$ cat src/hdl/dmem_consts.svh
/* Data memory port constants
   Bus widths, FIFO depth and the ID mask of the data-memory adapter */

`ifndef DMEM_CONSTS_SVH
`define DMEM_CONSTS_SVH

//////////////////////////////
// Bus widths
//////////////////////////////

// Narrow load/store data width
`define XLEN 32
// Central memory data width
`define WIDE_W 128
// Byte address width on both sides
`define ADDR_W 16
// Request and response ID width
`define ID_W 8

//////////////////////////////
// Request tagging and depth
//////////////////////////////

// Marks data-side traffic in the memory interconnect
`define ID_MASK 8'h20
// Outstanding requests per direction
`define OSTD_NUM 4

//////////////////////////////
// Lane geometry
//////////////////////////////

// Narrow lanes in one wide word
`define LANES (`WIDE_W / `XLEN)
// Byte offset bits inside a lane
`define LANE_LSB $clog2(`XLEN / 8)
// Address bits that pick the lane
`define LANE_SEL_W $clog2(`LANES)

`endif

$ cat src/hdl/dmem_pkg.sv
/* Data memory port types
   Channel payload structs and the two-way view of a wide data word */

`default_nettype none

`include "dmem_consts.svh"

package dmem_pkg;

    //////////////////////////////
    // Address channels
    //////////////////////////////

    // Shared by aw and ar on both sides
    typedef struct packed {
        logic [`ADDR_W-1:0] addr;
        logic [`ID_W-1:0]   id;
    } req_a_t;

    //////////////////////////////
    // Write channels
    //////////////////////////////

    // Narrow write beat from the load/store unit
    typedef struct packed {
        logic [`XLEN-1:0]   data;
        logic [`XLEN/8-1:0] strb;
    } narrow_w_t;

    // Wide word seen as a flat vector or as narrow lanes
    // Lane 0 sits in the least significant bits
    typedef union packed {
        logic [`WIDE_W-1:0]             flat;
        logic [`LANES-1:0][`XLEN-1:0]   lane;
    } wide_word_u;

    // Wide write beat toward memory
    typedef struct packed {
        wide_word_u           data;
        logic [`WIDE_W/8-1:0] strb;
    } wide_w_t;

    // Write response, same on both sides
    typedef struct packed {
        logic [`ID_W-1:0] id;
        logic [1:0]       resp;
    } resp_b_t;

    //////////////////////////////
    // Read channels
    //////////////////////////////

    // Narrow read beat back to the load/store unit
    typedef struct packed {
        logic [`XLEN-1:0] data;
        logic [`ID_W-1:0] id;
        logic [1:0]       resp;
    } narrow_r_t;

    // Wide read beat from memory
    typedef struct packed {
        wide_word_u       data;
        logic [`ID_W-1:0] id;
        logic [1:0]       resp;
        logic             last;
    } wide_r_t;

endpackage

`default_nettype wire

$ cat src/hdl/addr_fifo.sv
/* Request address FIFO
   Holds accepted addresses until their data beat has been aligned */

`timescale 1ns/1ps
`default_nettype none

module addr_fifo #(
    parameter int DEPTH = 4,
    parameter int WIDTH = 16
) (
    input  wire              aclk,
    input  wire              arst_n,
    input  wire  [WIDTH-1:0] data_in,
    input  wire              push,
    output logic             full,
    output logic [WIDTH-1:0] data_out,
    input  wire              pull,
    output logic             empty
);

    // Pointer and occupancy widths
    localparam int PTR_W = (DEPTH > 1) ? $clog2(DEPTH) : 1;
    localparam int CNT_W = $clog2(DEPTH + 1);

    // Address storage
    logic [WIDTH-1:0] mem [DEPTH];

    logic [PTR_W-1:0] wr_ptr;
    logic [PTR_W-1:0] rd_ptr;
    logic [CNT_W-1:0] count;

    //////////////////////////////
    // Storage write
    //////////////////////////////

    always_ff @(posedge aclk) begin
        if (push) begin
            mem[wr_ptr] <= data_in;
        end
    end

    //////////////////////////////
    // Pointers and occupancy
    //////////////////////////////

    always_ff @(posedge aclk or negedge arst_n) begin
        if (!arst_n) begin
            wr_ptr <= '0;
            rd_ptr <= '0;
            count  <= '0;
        end else begin
            // Wrap explicitly so DEPTH need not be a power of two
            if (push) begin
                wr_ptr <= (wr_ptr == PTR_W'(DEPTH - 1)) ? '0 : wr_ptr + 1'b1;
            end
            if (pull) begin
                rd_ptr <= (rd_ptr == PTR_W'(DEPTH - 1)) ? '0 : rd_ptr + 1'b1;
            end
            case ({push, pull})
                2'b10: count <= count + 1'b1;
                2'b01: count <= count - 1'b1;
                default: count <= count;
            endcase
        end
    end

    // Head entry straight from the register array
    assign data_out = mem[rd_ptr];
    assign full     = (count == CNT_W'(DEPTH));
    assign empty    = (count == '0);

    //////////////////////////////
    // Checks
    //////////////////////////////

    // Callers must gate their handshakes with full and empty
    push_not_full: assert property (@(posedge aclk) disable iff (!arst_n)
        !(push && full));
    pull_not_empty: assert property (@(posedge aclk) disable iff (!arst_n)
        !(pull && empty));

endmodule

`default_nettype wire

$ cat src/hdl/dcache_rd_path.sv
/* Data memory read path
   Forwards read addresses and picks the narrow lane out of each wide read beat */

`timescale 1ns/1ps
`default_nettype none

`include "dmem_consts.svh"

module dcache_rd_path import dmem_pkg::*; (
    input  wire        aclk,
    input  wire        arst_n,
    // Narrow side from the load/store unit
    input  req_a_t     n_ar,
    input  wire        n_ar_valid,
    output logic       n_ar_ready,
    output narrow_r_t  n_r,
    output logic       n_r_valid,
    input  wire        n_r_ready,
    // Wide side toward central memory
    output req_a_t     m_ar,
    output logic       m_ar_valid,
    input  wire        m_ar_ready,
    input  wide_r_t    m_r,
    input  wire        m_r_valid,
    output logic       m_r_ready
);

    // Status of the address FIFO
    logic               rd_full;
    logic               rd_empty;
    logic [`ADDR_W-1:0] rd_head;
    // Lane of the oldest pending read
    logic [`LANE_SEL_W-1:0] rd_lane;

    //////////////////////////////
    // Read address channel
    //////////////////////////////

    // Responses return in order, so the head matches the next beat
    addr_fifo #(
        .DEPTH (`OSTD_NUM),
        .WIDTH (`ADDR_W)
    ) rd_fifo (
        .aclk     (aclk),
        .arst_n   (arst_n),
        .data_in  (n_ar.addr),
        .push     (n_ar_valid & n_ar_ready),
        .full     (rd_full),
        .data_out (rd_head),
        .pull     (m_r_valid & m_r_ready & m_r.last),
        .empty    (rd_empty)
    );

    // Limit outstanding reads to the FIFO depth
    assign m_ar_valid = n_ar_valid & ~rd_full;
    assign n_ar_ready = m_ar_ready & ~rd_full;

    always_comb begin
        m_ar.addr = n_ar.addr;
        m_ar.id   = n_ar.id | `ID_MASK;
    end

    //////////////////////////////
    // Read data channel
    //////////////////////////////

    assign rd_lane = rd_head[`LANE_LSB +: `LANE_SEL_W];

    // Lane view of the union does the selection
    always_comb begin
        n_r.data = m_r.data.lane[rd_lane];
        n_r.id   = m_r.id;
        n_r.resp = m_r.resp;
    end

    assign n_r_valid = m_r_valid;
    assign m_r_ready = n_r_ready;

    // Memory answers only requests that were forwarded
    r_has_addr: assert property (@(posedge aclk) disable iff (!arst_n)
        m_r_valid |-> !rd_empty);
    // Single-beat memory, every read beat closes its burst
    r_single_beat: assert property (@(posedge aclk) disable iff (!arst_n)
        m_r_valid |-> m_r.last);

endmodule

`default_nettype wire

$ cat src/hdl/dcache_wr_path.sv
/* Data memory write path
   Forwards write addresses, places narrow write data in its wide lane, returns responses */

`timescale 1ns/1ps
`default_nettype none

`include "dmem_consts.svh"

module dcache_wr_path import dmem_pkg::*; (
    input  wire        aclk,
    input  wire        arst_n,
    // Narrow side from the load/store unit
    input  req_a_t     n_aw,
    input  wire        n_aw_valid,
    output logic       n_aw_ready,
    input  narrow_w_t  n_w,
    input  wire        n_w_valid,
    output logic       n_w_ready,
    output resp_b_t    n_b,
    output logic       n_b_valid,
    input  wire        n_b_ready,
    // Wide side toward central memory
    output req_a_t     m_aw,
    output logic       m_aw_valid,
    input  wire        m_aw_ready,
    output wide_w_t    m_w,
    output logic       m_w_valid,
    input  wire        m_w_ready,
    input  resp_b_t    m_b,
    input  wire        m_b_valid,
    output logic       m_b_ready
);

    // Status of the address FIFO
    logic               wr_full;
    logic               wr_empty;
    logic [`ADDR_W-1:0] wr_head;
    // Lane index taken from the head address
    logic [`LANE_SEL_W-1:0] wr_lane;

    //////////////////////////////
    // Write address channel
    //////////////////////////////

    // Address kept for lane placement of the matching data beat
    // Popped once that beat is accepted by memory
    addr_fifo #(
        .DEPTH (`OSTD_NUM),
        .WIDTH (`ADDR_W)
    ) wr_fifo (
        .aclk     (aclk),
        .arst_n   (arst_n),
        .data_in  (n_aw.addr),
        .push     (n_aw_valid & n_aw_ready),
        .full     (wr_full),
        .data_out (wr_head),
        .pull     (m_w_valid & m_w_ready),
        .empty    (wr_empty)
    );

    // Full FIFO stalls new addresses in both directions
    assign m_aw_valid = n_aw_valid & ~wr_full;
    assign n_aw_ready = m_aw_ready & ~wr_full;

    // Address passes unchanged with the ID tagged as data-side traffic
    always_comb begin
        m_aw.addr = n_aw.addr;
        m_aw.id   = n_aw.id | `ID_MASK;
    end

    //////////////////////////////
    // Write data channel
    //////////////////////////////

    assign wr_lane = wr_head[`LANE_LSB +: `LANE_SEL_W];

    // Data is held back until its address is at the FIFO head
    assign m_w_valid = n_w_valid & ~wr_empty;
    assign n_w_ready = m_w_ready & ~wr_empty;

    // Replicate data into all lanes
    // Only the addressed lane gets the byte strobes
    always_comb begin
        for (int i = 0; i < `LANES; i++) begin
            m_w.data.lane[i] = n_w.data;
            if (i == wr_lane) begin
                m_w.strb[i*(`XLEN/8) +: `XLEN/8] = n_w.strb;
            end else begin
                m_w.strb[i*(`XLEN/8) +: `XLEN/8] = '0;
            end
        end
    end

    //////////////////////////////
    // Write response channel
    //////////////////////////////

    // Tagged ID comes back from memory untouched
    assign n_b       = m_b;
    assign n_b_valid = m_b_valid;
    assign m_b_ready = n_b_ready;

endmodule

`default_nettype wire

$ cat src/hdl/dmem_adapter.sv
/* Data memory adapter top level
   Joins the narrow load/store port to the wide memory through write and read paths */

`timescale 1ns/1ps
`default_nettype none

module dmem_adapter import dmem_pkg::*; (
    input  wire        aclk,
    input  wire        arst_n,
    // Narrow port, load/store unit side
    input  req_a_t     n_aw,
    input  wire        n_aw_valid,
    output logic       n_aw_ready,
    input  narrow_w_t  n_w,
    input  wire        n_w_valid,
    output logic       n_w_ready,
    output resp_b_t    n_b,
    output logic       n_b_valid,
    input  wire        n_b_ready,
    input  req_a_t     n_ar,
    input  wire        n_ar_valid,
    output logic       n_ar_ready,
    output narrow_r_t  n_r,
    output logic       n_r_valid,
    input  wire        n_r_ready,
    // Wide port, central memory side
    output req_a_t     m_aw,
    output logic       m_aw_valid,
    input  wire        m_aw_ready,
    output wide_w_t    m_w,
    output logic       m_w_valid,
    input  wire        m_w_ready,
    input  resp_b_t    m_b,
    input  wire        m_b_valid,
    output logic       m_b_ready,
    output req_a_t     m_ar,
    output logic       m_ar_valid,
    input  wire        m_ar_ready,
    input  wide_r_t    m_r,
    input  wire        m_r_valid,
    output logic       m_r_ready
);

    //////////////////////////////
    // Write direction
    //////////////////////////////

    dcache_wr_path wr_path (
        .aclk       (aclk),
        .arst_n     (arst_n),
        .n_aw       (n_aw),
        .n_aw_valid (n_aw_valid),
        .n_aw_ready (n_aw_ready),
        .n_w        (n_w),
        .n_w_valid  (n_w_valid),
        .n_w_ready  (n_w_ready),
        .n_b        (n_b),
        .n_b_valid  (n_b_valid),
        .n_b_ready  (n_b_ready),
        .m_aw       (m_aw),
        .m_aw_valid (m_aw_valid),
        .m_aw_ready (m_aw_ready),
        .m_w        (m_w),
        .m_w_valid  (m_w_valid),
        .m_w_ready  (m_w_ready),
        .m_b        (m_b),
        .m_b_valid  (m_b_valid),
        .m_b_ready  (m_b_ready)
    );

    //////////////////////////////
    // Read direction
    //////////////////////////////

    // Independent of writes, no ordering between the two
    dcache_rd_path rd_path (
        .aclk       (aclk),
        .arst_n     (arst_n),
        .n_ar       (n_ar),
        .n_ar_valid (n_ar_valid),
        .n_ar_ready (n_ar_ready),
        .n_r        (n_r),
        .n_r_valid  (n_r_valid),
        .n_r_ready  (n_r_ready),
        .m_ar       (m_ar),
        .m_ar_valid (m_ar_valid),
        .m_ar_ready (m_ar_ready),
        .m_r        (m_r),
        .m_r_valid  (m_r_valid),
        .m_r_ready  (m_r_ready)
    );

endmodule

`default_nettype wire

$ cat config.mk
export PLATFORM = sky130hd
export DESIGN_NAME = dmem_adapter
export DESIGN_NICKNAME = d
export VERILOG_FILES = /design/src/hdl/dmem_pkg.sv /design/src/hdl/addr_fifo.sv /design/src/hdl/dcache_rd_path.sv /design/src/hdl/dcache_wr_path.sv /design/src/hdl/dmem_adapter.sv
export VERILOG_INCLUDE_DIRS = /design/src /design/src/hdl
export SDC_FILE = /design/constraint.sdc
export NUM_CORES = 1
export LEC_CHECK = 0
export BUFFER_PORTS_ARGS = -buffer_cell sky130_fd_sc_hd__buf_2
export CAP_MARGIN = 20
export CORE_AREA = 5 5 193 195
export DETAILED_ROUTE_END_ITERATION = 7
export DIE_AREA = 0 0 198 200
export MAX_ROUTING_LAYER = met4
export SKIP_CTS_REPAIR_TIMING = 1
export SLEW_MARGIN = 20
export SYNTH_ARGS = -nofsm -noshare
export SYNTH_HDL_FRONTEND = slang
export SYNTH_SLANG_ARGS = --single-unit
$ cat constraint.sdc
create_clock -name aclk -period 2.2 [get_ports aclk]
set_input_delay 0.11 -clock aclk [delete_from_list [all_inputs] [get_ports aclk]]
set_output_delay 0.11 -clock aclk [all_outputs]
set_load 0.03 [all_outputs]
==> impl_metrics.yaml, run 1 <==
power_and_ir_drop:
  power_density_mw_per_mm2: 1270
  irDropWorstVdd_mv: 0.633
  power_leakage_nw: 2.34
cells_and_area:
  drive_gt1_share_pct: 55.1
  num_antenna_cells: 0
  layout_commonest_cell: "buf_2"
  layout_common_cells: "177 x buf_2, 97 x mux2i_1, 37 x buf_4"
  final_area_sq_mm: 0.00468
  final_core_util_pct: 13.3
  nNetsFinal: 708
  area_growth_pct: 12.4
yosys:
  synthTopCellsByArea: "buf_4 37%, mux2i_1 23%, edfxtp_1 12%"
  ys_warn_count: 0
  yosys.cell_types.count: 25
  synth_area_per_cell_sq_um: 9.69
  yosys_register_bits: 30
  yosysTopAreaCell: "buf_4"
  yosysSeqAreaShare_pct: 19.9
  synthCells: 430
  synth_top_area_share_pct: 36.6
  netlist_area_sq_mm: 0.00417
grt:
  grt_pass1_vias: 2722
  track_usage_pct: 6.89
  grt_pass1_wl_um: 19100
  grt.overflow.total: 0
  grt_max_degree: 40
  antenna_found_initial: 1
floorplan:
  ioPinCount: 499
  die-area_sq_mm: 0.0396
  num_rows: 69
  die_h_um: 200
  dieWidth_um: 198
  initial_core_util_pct: 11.8
  coreArea_sq_mm: 0.0352
timing:
  setup_viol: 30
  post-route-period-util_pct: 108
  setup_ws_ps: -182
  period_needed_ps: 2380
  rsz0062_at_grt: "true"
  hold_viol: 0
  max_freq_mhz: 420
  finalMaxSlewViolations: 0
  clock_skew_ps: 6.04
clock_tree:
  clk_path_buf_depth: 2
  cts_buffers: 5
  path_clk_slew_ps: 50
  cts_sinks: 30
  cts_tree: "yes"
  htree_levels: 2
  root_buffer: "clkbuf_16"
  insertion_delay_ps: 270
drt:
  wl_um: 16000
  post_drt_wl_per_cell_um: 17.6
  drt_iter0_markers: 51
  vias: 2884
  drc_errors: 0
  first_pass_iters: 4
  avgViaCountPerCell: 3.17
  ant_nets: 0
status:
  violations: "setup timing"
  status: "finished, violations left"
worst_hold_path:
  min_path_type: "in -> reg"
place:
  place_congestion: 0.696
  placed_area_sq_mm: 0.00430
  portBuffers: 206
  dpl.hpwl_um: 13700
flow_run:
  cap_violations: 0
critical_path:
  startpoint_type: "flop"
  path_class: "reg -> out"
  cp.required_ps: 2090
  crit_path_max_fanout: 22
  end_kind: "output pin"
  arrival_ps: 2270
## worst paths after layout
kind,from,to,slack (ps),cells past startpoint
setup / recovery,rd_path.rd_fifo.rd_ptr[1]$_DFFE_PN0P_,n_r[40],-180,6
hold / removal,n_ar[11],rd_path.rd_fifo.mem[0][3]$_DFFE_PP_,80,1
setup reg to reg,wr_path.wr_fifo.count[1]$_DFFE_PN0P_,wr_path.wr_fifo.count[2]$_DFFE_PN0P_,90,9
hold reg to reg,rd_path.rd_fifo.count[2]$_DFFE_PN0P_,rd_path.rd_fifo.count[2]$_DFFE_PN0P_,470,1
max in group asynchronous,arst_n,rd_path.rd_fifo.count[1]$_DFFE_PN0P_,1640,2
min in group asynchronous,arst_n,wr_path.wr_fifo.rd_ptr[0]$_DFFE_PN0P_,280,2
## registers in the layout, summed over array words and instances (netlist names)
name and cells:
rd_path.rd_fifo.wr_ptr 2, wr_path.wr_fifo.rd_ptr 2, rd_path.rd_fifo.count 3, wr_path.wr_fifo.mem 8, rd_path.rd_fifo.rd_ptr 2, wr_path.wr_fifo.wr_ptr 2, rd_path.rd_fifo.mem 8, wr_path.wr_fifo.count 3
## worst max-delay path, cell delays in order (launching register included)
cell and delay, ps:
dfrtp_1 370, mux4_4 710, buf_16 220, buf_12 200, mux2i_1 200, mux2i_1 100, buf_4 170
## through the flow
step	power (mW)	setup slack, ps	std cells	TNS [ps]	hold slack [ps]
final	5.93	-182	911	-3010	84.8
after floorplan	4.27	34.9	431	0	-186
after detailed placement	4.79	70.5	897	0	57.8
after global routing	6.32	-258	911	-6110	81.2
after CTS	5.58	-225	905	-4170	-245
after global placement	4.72	97.6	897	0	54.1
## synth_stat cells, drive strengths merged
| master | instances |
|---|---|
| buf | 212 |
| o31a | 2 |
| nor2b | 2 |
| xor2 | 3 |
| nor3 | 1 |
| nand3 | 1 |
| clkbuf | 1 |
| mux4 | 4 |
| or3b | 2 |
| mux2 | 8 |
| nor2 | 6 |
| nand2 | 1 |
| conb | 1 |
| inv | 11 |
| a21o | 1 |
| xnor2 | 3 |
| dfrtp | 14 |
| ha | 12 |
| mux2i | 97 |
| and3 | 6 |
| fa | 2 |
| and2 | 24 |
| edfxtp | 16 |
## report_power, final
group | switching, mW | total (mW) | internal, mW
sequential | 0.137 | 0.899 | 0.762
clock | 0.237 | 0.770 | 0.533
combinational | 2.39 | 4.26 | 1.87
total | 2.76 | 5.93 | 3.17
## cell type report
class | instances | area [sq um]
tap | 461 | 577
clock buffer | 6 | 129
fill | 4017 | 30500
multi-input combinational | 177 | 1700
clock inverter | 2 | 37.5
inverter | 11 | 41.3
sequential | 30 | 831
timing repair buffer | 224 | 1370
## logic make-up after synthesis
logic type	count (synthesis)	synth area share (%)
and+or+nand+nor	43	6.10
adders and majority gates	14	4.57
AOI/OAI and AO/OA	3	0.601
DFF	30	19.9
other	1	0.0900
buffers and inverters	224	39.8
muxes	109	27.6
xor gates and xnor gates	6	1.26
## per-layer routing
layer	part of all wire [%]	global-route usage [%]
met1	36	7.33
met4	0.70	1.28
met5	0	-
met3	22	7.33
met2	42	8.78
(Power assumes the default switching activity.)
==> inputs of run 2 (changes only) <==
- ABC_AREA: default -> 1
- CORE_AREA: 5 5 193 195 -> 5 5 189 191
- DIE_AREA: 0 0 198 200 -> 0 0 194 196
==> run 2 against run 1 <==
  * The flow now finishes without violations
  * Sequential power up 1%
  * Sequential share of layout area is 0.97 points lower
  * Clock skew fell by 4.0 ps
  * Maximum frequency is 18% higher
  * Synthesized area grew 16%
  * Cell count is 30% higher
  * Register-to-register slack improved by 95 ps
  * Total power grew 13%
  * Worst setup slack improved by 370 ps
  * Combinational power up 20%
  * Design area is 6.0% higher
  * First-iteration DRC count grew to 3.1 times the previous value
  * Critical path type is now reg -> reg
  * Critical endpoint is now wr_path.wr_fifo.count[2]$_DFFE_PN0P_
  * Largest cell class unchanged
  * Highest routed layer unchanged
==> impl_metrics.yaml, run 2 <==
cells_and_area:
  seqCellArea_sq_um: 832
  layout_common_cells: "206 x buf_2, 132 x inv_1, 132 x nand2_1"
  layout_commonest_cell: "buf_2"
  multi_input_area_sq_mm: 0.00177
  nNetsFinal: 987
  final_core_util_pct: 14.6
  area_growth_pct: 3.07
  top_regs: "rd_path.rd_fifo.mem x8, wr_path.wr_fifo.mem x8"
  nFillCells: 3912
  drive_gt1_share_pct: 31.6
  final_area_sq_mm: 0.00496
floorplan:
  coreArea_sq_mm: 0.0339
  ioPinCount: 499
  initial_core_util_pct: 14.2
  dieWidth_um: 194
  die-area_sq_mm: 0.0380
  num_rows: 68
  die_h_um: 196
critical_path:
  path_class: "reg -> reg"
  end_kind: "flop"
  crit_path_max_fanout: 4
  r2r_cells: 12
  critical_path.top_delay_family: "adder cells"
  reg2reg_from: "wr_path.wr_fifo.count[0]$_DFFE_PN0P_"
  cp.required_ps: 2340
  crit_top_cell: "inv_1"
  crit_buf_inv: 3
  cpPeakStageDelay_ps: 390
  r2r_end: "wr_path.wr_fifo.count[2]$_DFFE_PN0P_"
  r2r_slack_ps: 190
  startpoint_type: "flop"
  crit_chain: "nor2_1, nand2_1, inv_1, nor2_2, nand2_1, inv_1, ha_1, inv_1, fa_1, a21oi_1, o21ai_0, xor2_1"
  crit_path_top_delay_cell: "fa_1"
  arrival_ps: 2160
yosys:
  yosysSeqAreaShare_pct: 17.3
  synth.top_cells.by_count: "203 x buf_4, 132 x inv_1, 132 x nand2_1"
  synth_area_per_cell_sq_um: 6.58
  netlist_area_sq_mm: 0.00481
  synthCells: 732
  synth_top_area_share_pct: 31.7
  muxShareOfSynthArea_pct: 0
  ys_warn_count: 0
  synth_edf_count: 16
  synthArstFlopShare_pct: 46.7
  synth_top_family_by_area: "buffers and inverters"
  yosysMostFrequentCell: "buf_4"
  synthSimpleGateAreaFrac_pct: 29.7
  synthAdderAreaFrac_pct: 3.95
  yosysTopAreaCell: "buf_4"
  yosys.cell_types.count: 24
  synth-main-ff-cell: "edfxtp_1"
  synth_xor_area_share_pct: 0.728
  synth-compound-area-share_pct: 1.98
  synthTopCellsByArea: "buf_4 32%, nand3_1 11%, inv_1 10%"
  yosys_register_bits: 30
place:
  placed_area_sq_mm: 0.00480
  place_congestion: 0.928
  pre_cts_slack_ps: 182
  dpl.hpwl_um: 13100
  portBuffers: 206
timing:
  setup_viol: 0
  rsz0062_at_grt: "false"
  finalMaxSlewViolations: 0
  tns_ps: 0
  setup_ws_ps: 185
  hold_viol: 0
  period_needed_ps: 2010
  clock_skew_ps: 2.04
  max_freq_mhz: 496
  post-route-period-util_pct: 91.6
drt:
  ant_nets: 0
  wl_um: 15800
  post_drt_wl_per_cell_um: 13.3
  drc_errors: 0
  first_pass_iters: 4
  drt_iter0_markers: 160
  vias: 4148
  avgViaCountPerCell: 3.50
worst_hold_path:
  min_path_cells: 1
  min_path_type: "in -> reg"
  min_to: "wr_path.wr_fifo.mem[0][3]$_DFFE_PP_"
  hp-start: "n_aw[11]"
flow_run:
  cap_violations: 0
grt:
  antenna_found_initial: 2
  grt_pass1_vias: 3920
  grt.overflow.total: 0
  grt_pass1_wl_um: 22800
  grt_max_degree: 65
  track_usage_pct: 7.66
clock_tree:
  path_clk_slew_ps: 50
  cts_sinks: 30
  root_buffer: "clkbuf_16"
  htree_levels: 2
  cts_buffers: 5
  insertion_delay_ps: 270
  clk_path_buf_depth: 2
  cts_tree: "yes"
power_and_ir_drop:
  power_density_mw_per_mm2: 1350
  power_leakage_nw: 2.84
  irDropWorstVdd_mv: 0.554
  finalPower_mw: 6.67
status:
  status: "complete, no violations"
## run 2: cell types whose count changed in the layout (fill, tap and decap cells not counted), sizes merged, moves of 4 or more
cell and delta:
inv +122, a21oi +4, mux2 -8, buf -7
nand2 +135, mux4 -4, nand3 +103, mux2i -97
nand3b +32, o21ai +12, nor2 +24, and3 -6
and2 -22
## run 2: worst max-delay path by stage
stage,depth (start not counted),slack [ps],endpoint,start
after detailed placement,12,180,wr_path.wr_fifo.count[2]$_DFFE_PN0P_,wr_path.wr_fifo.count[0]$_DFFE_PN0P_
after global routing,12,6,wr_path.wr_fifo.count[2]$_DFFE_PN0P_,wr_path.wr_fifo.count[0]$_DFFE_PN0P_
final,12,190,wr_path.wr_fifo.count[2]$_DFFE_PN0P_,wr_path.wr_fifo.count[0]$_DFFE_PN0P_
after global placement,12,200,wr_path.wr_fifo.count[2]$_DFFE_PN0P_,wr_path.wr_fifo.count[0]$_DFFE_PN0P_
after CTS,9,-50,n_r[10],rd_path.rd_fifo.rd_ptr[0]$_DFFE_PN0P_
after floorplan,7,20,wr_path.wr_fifo.count[1]$_DFFE_PN0P_,wr_path.wr_fifo.count[0]$_DFFE_PN0P_
## run 2: metrics by stage
step           hold WS (ps)  std cells
3_3_place_gp           33.0       1175
3_5_place_dp           33.3       1175
6_report               84.6       1185
2_1_floorplan          -186        733
4_1_cts                -256       1183
5_1_grt                84.6       1185
## run 2: metal layers
metal / wire, um / vias to the layer above / GRT usage, %
met4: 261 / 0 / 1.61
met5: 0 / - / -
met2: 5980 / 371 / 9.73
met3: 3870 / 19 / 8.40
met1: 5660 / 1749 / 7.96
li1: - / 2009 / -
## run 2: cells by family after synthesis
group,Yosys count
flops,30
xor+xnor,4
simple gates,305
compound gates,18
buf+inv,360
other cells,1
fa+ha+maj,14
## run 2: power breakdown
| group | total (mW) | internal [mW] | switching [mW] | leakage (nW) |
|---|---|---|---|---|
| logic | 5.13 | 1.57 | 3.56 | 2.46 |
| registers | 0.909 | 0.754 | 0.156 | 0.311 |
| clock network | 0.631 | 0.411 | 0.220 | 0.0683 |
| total | 6.67 | 2.74 | 3.94 | 2.84 |
## run 2: cell type report
class                           instances  area share [%]
Tap cell                              455            11.5
Clock buffer                            6            2.60
Inverter                              133            10.1
Timing Repair Buffer                  215            23.3
Antenna cell                            1          0.0504
Sequential cell                        30            16.8
Clock inverter                          2           0.177
Multi-Input combinational cell        343            35.6
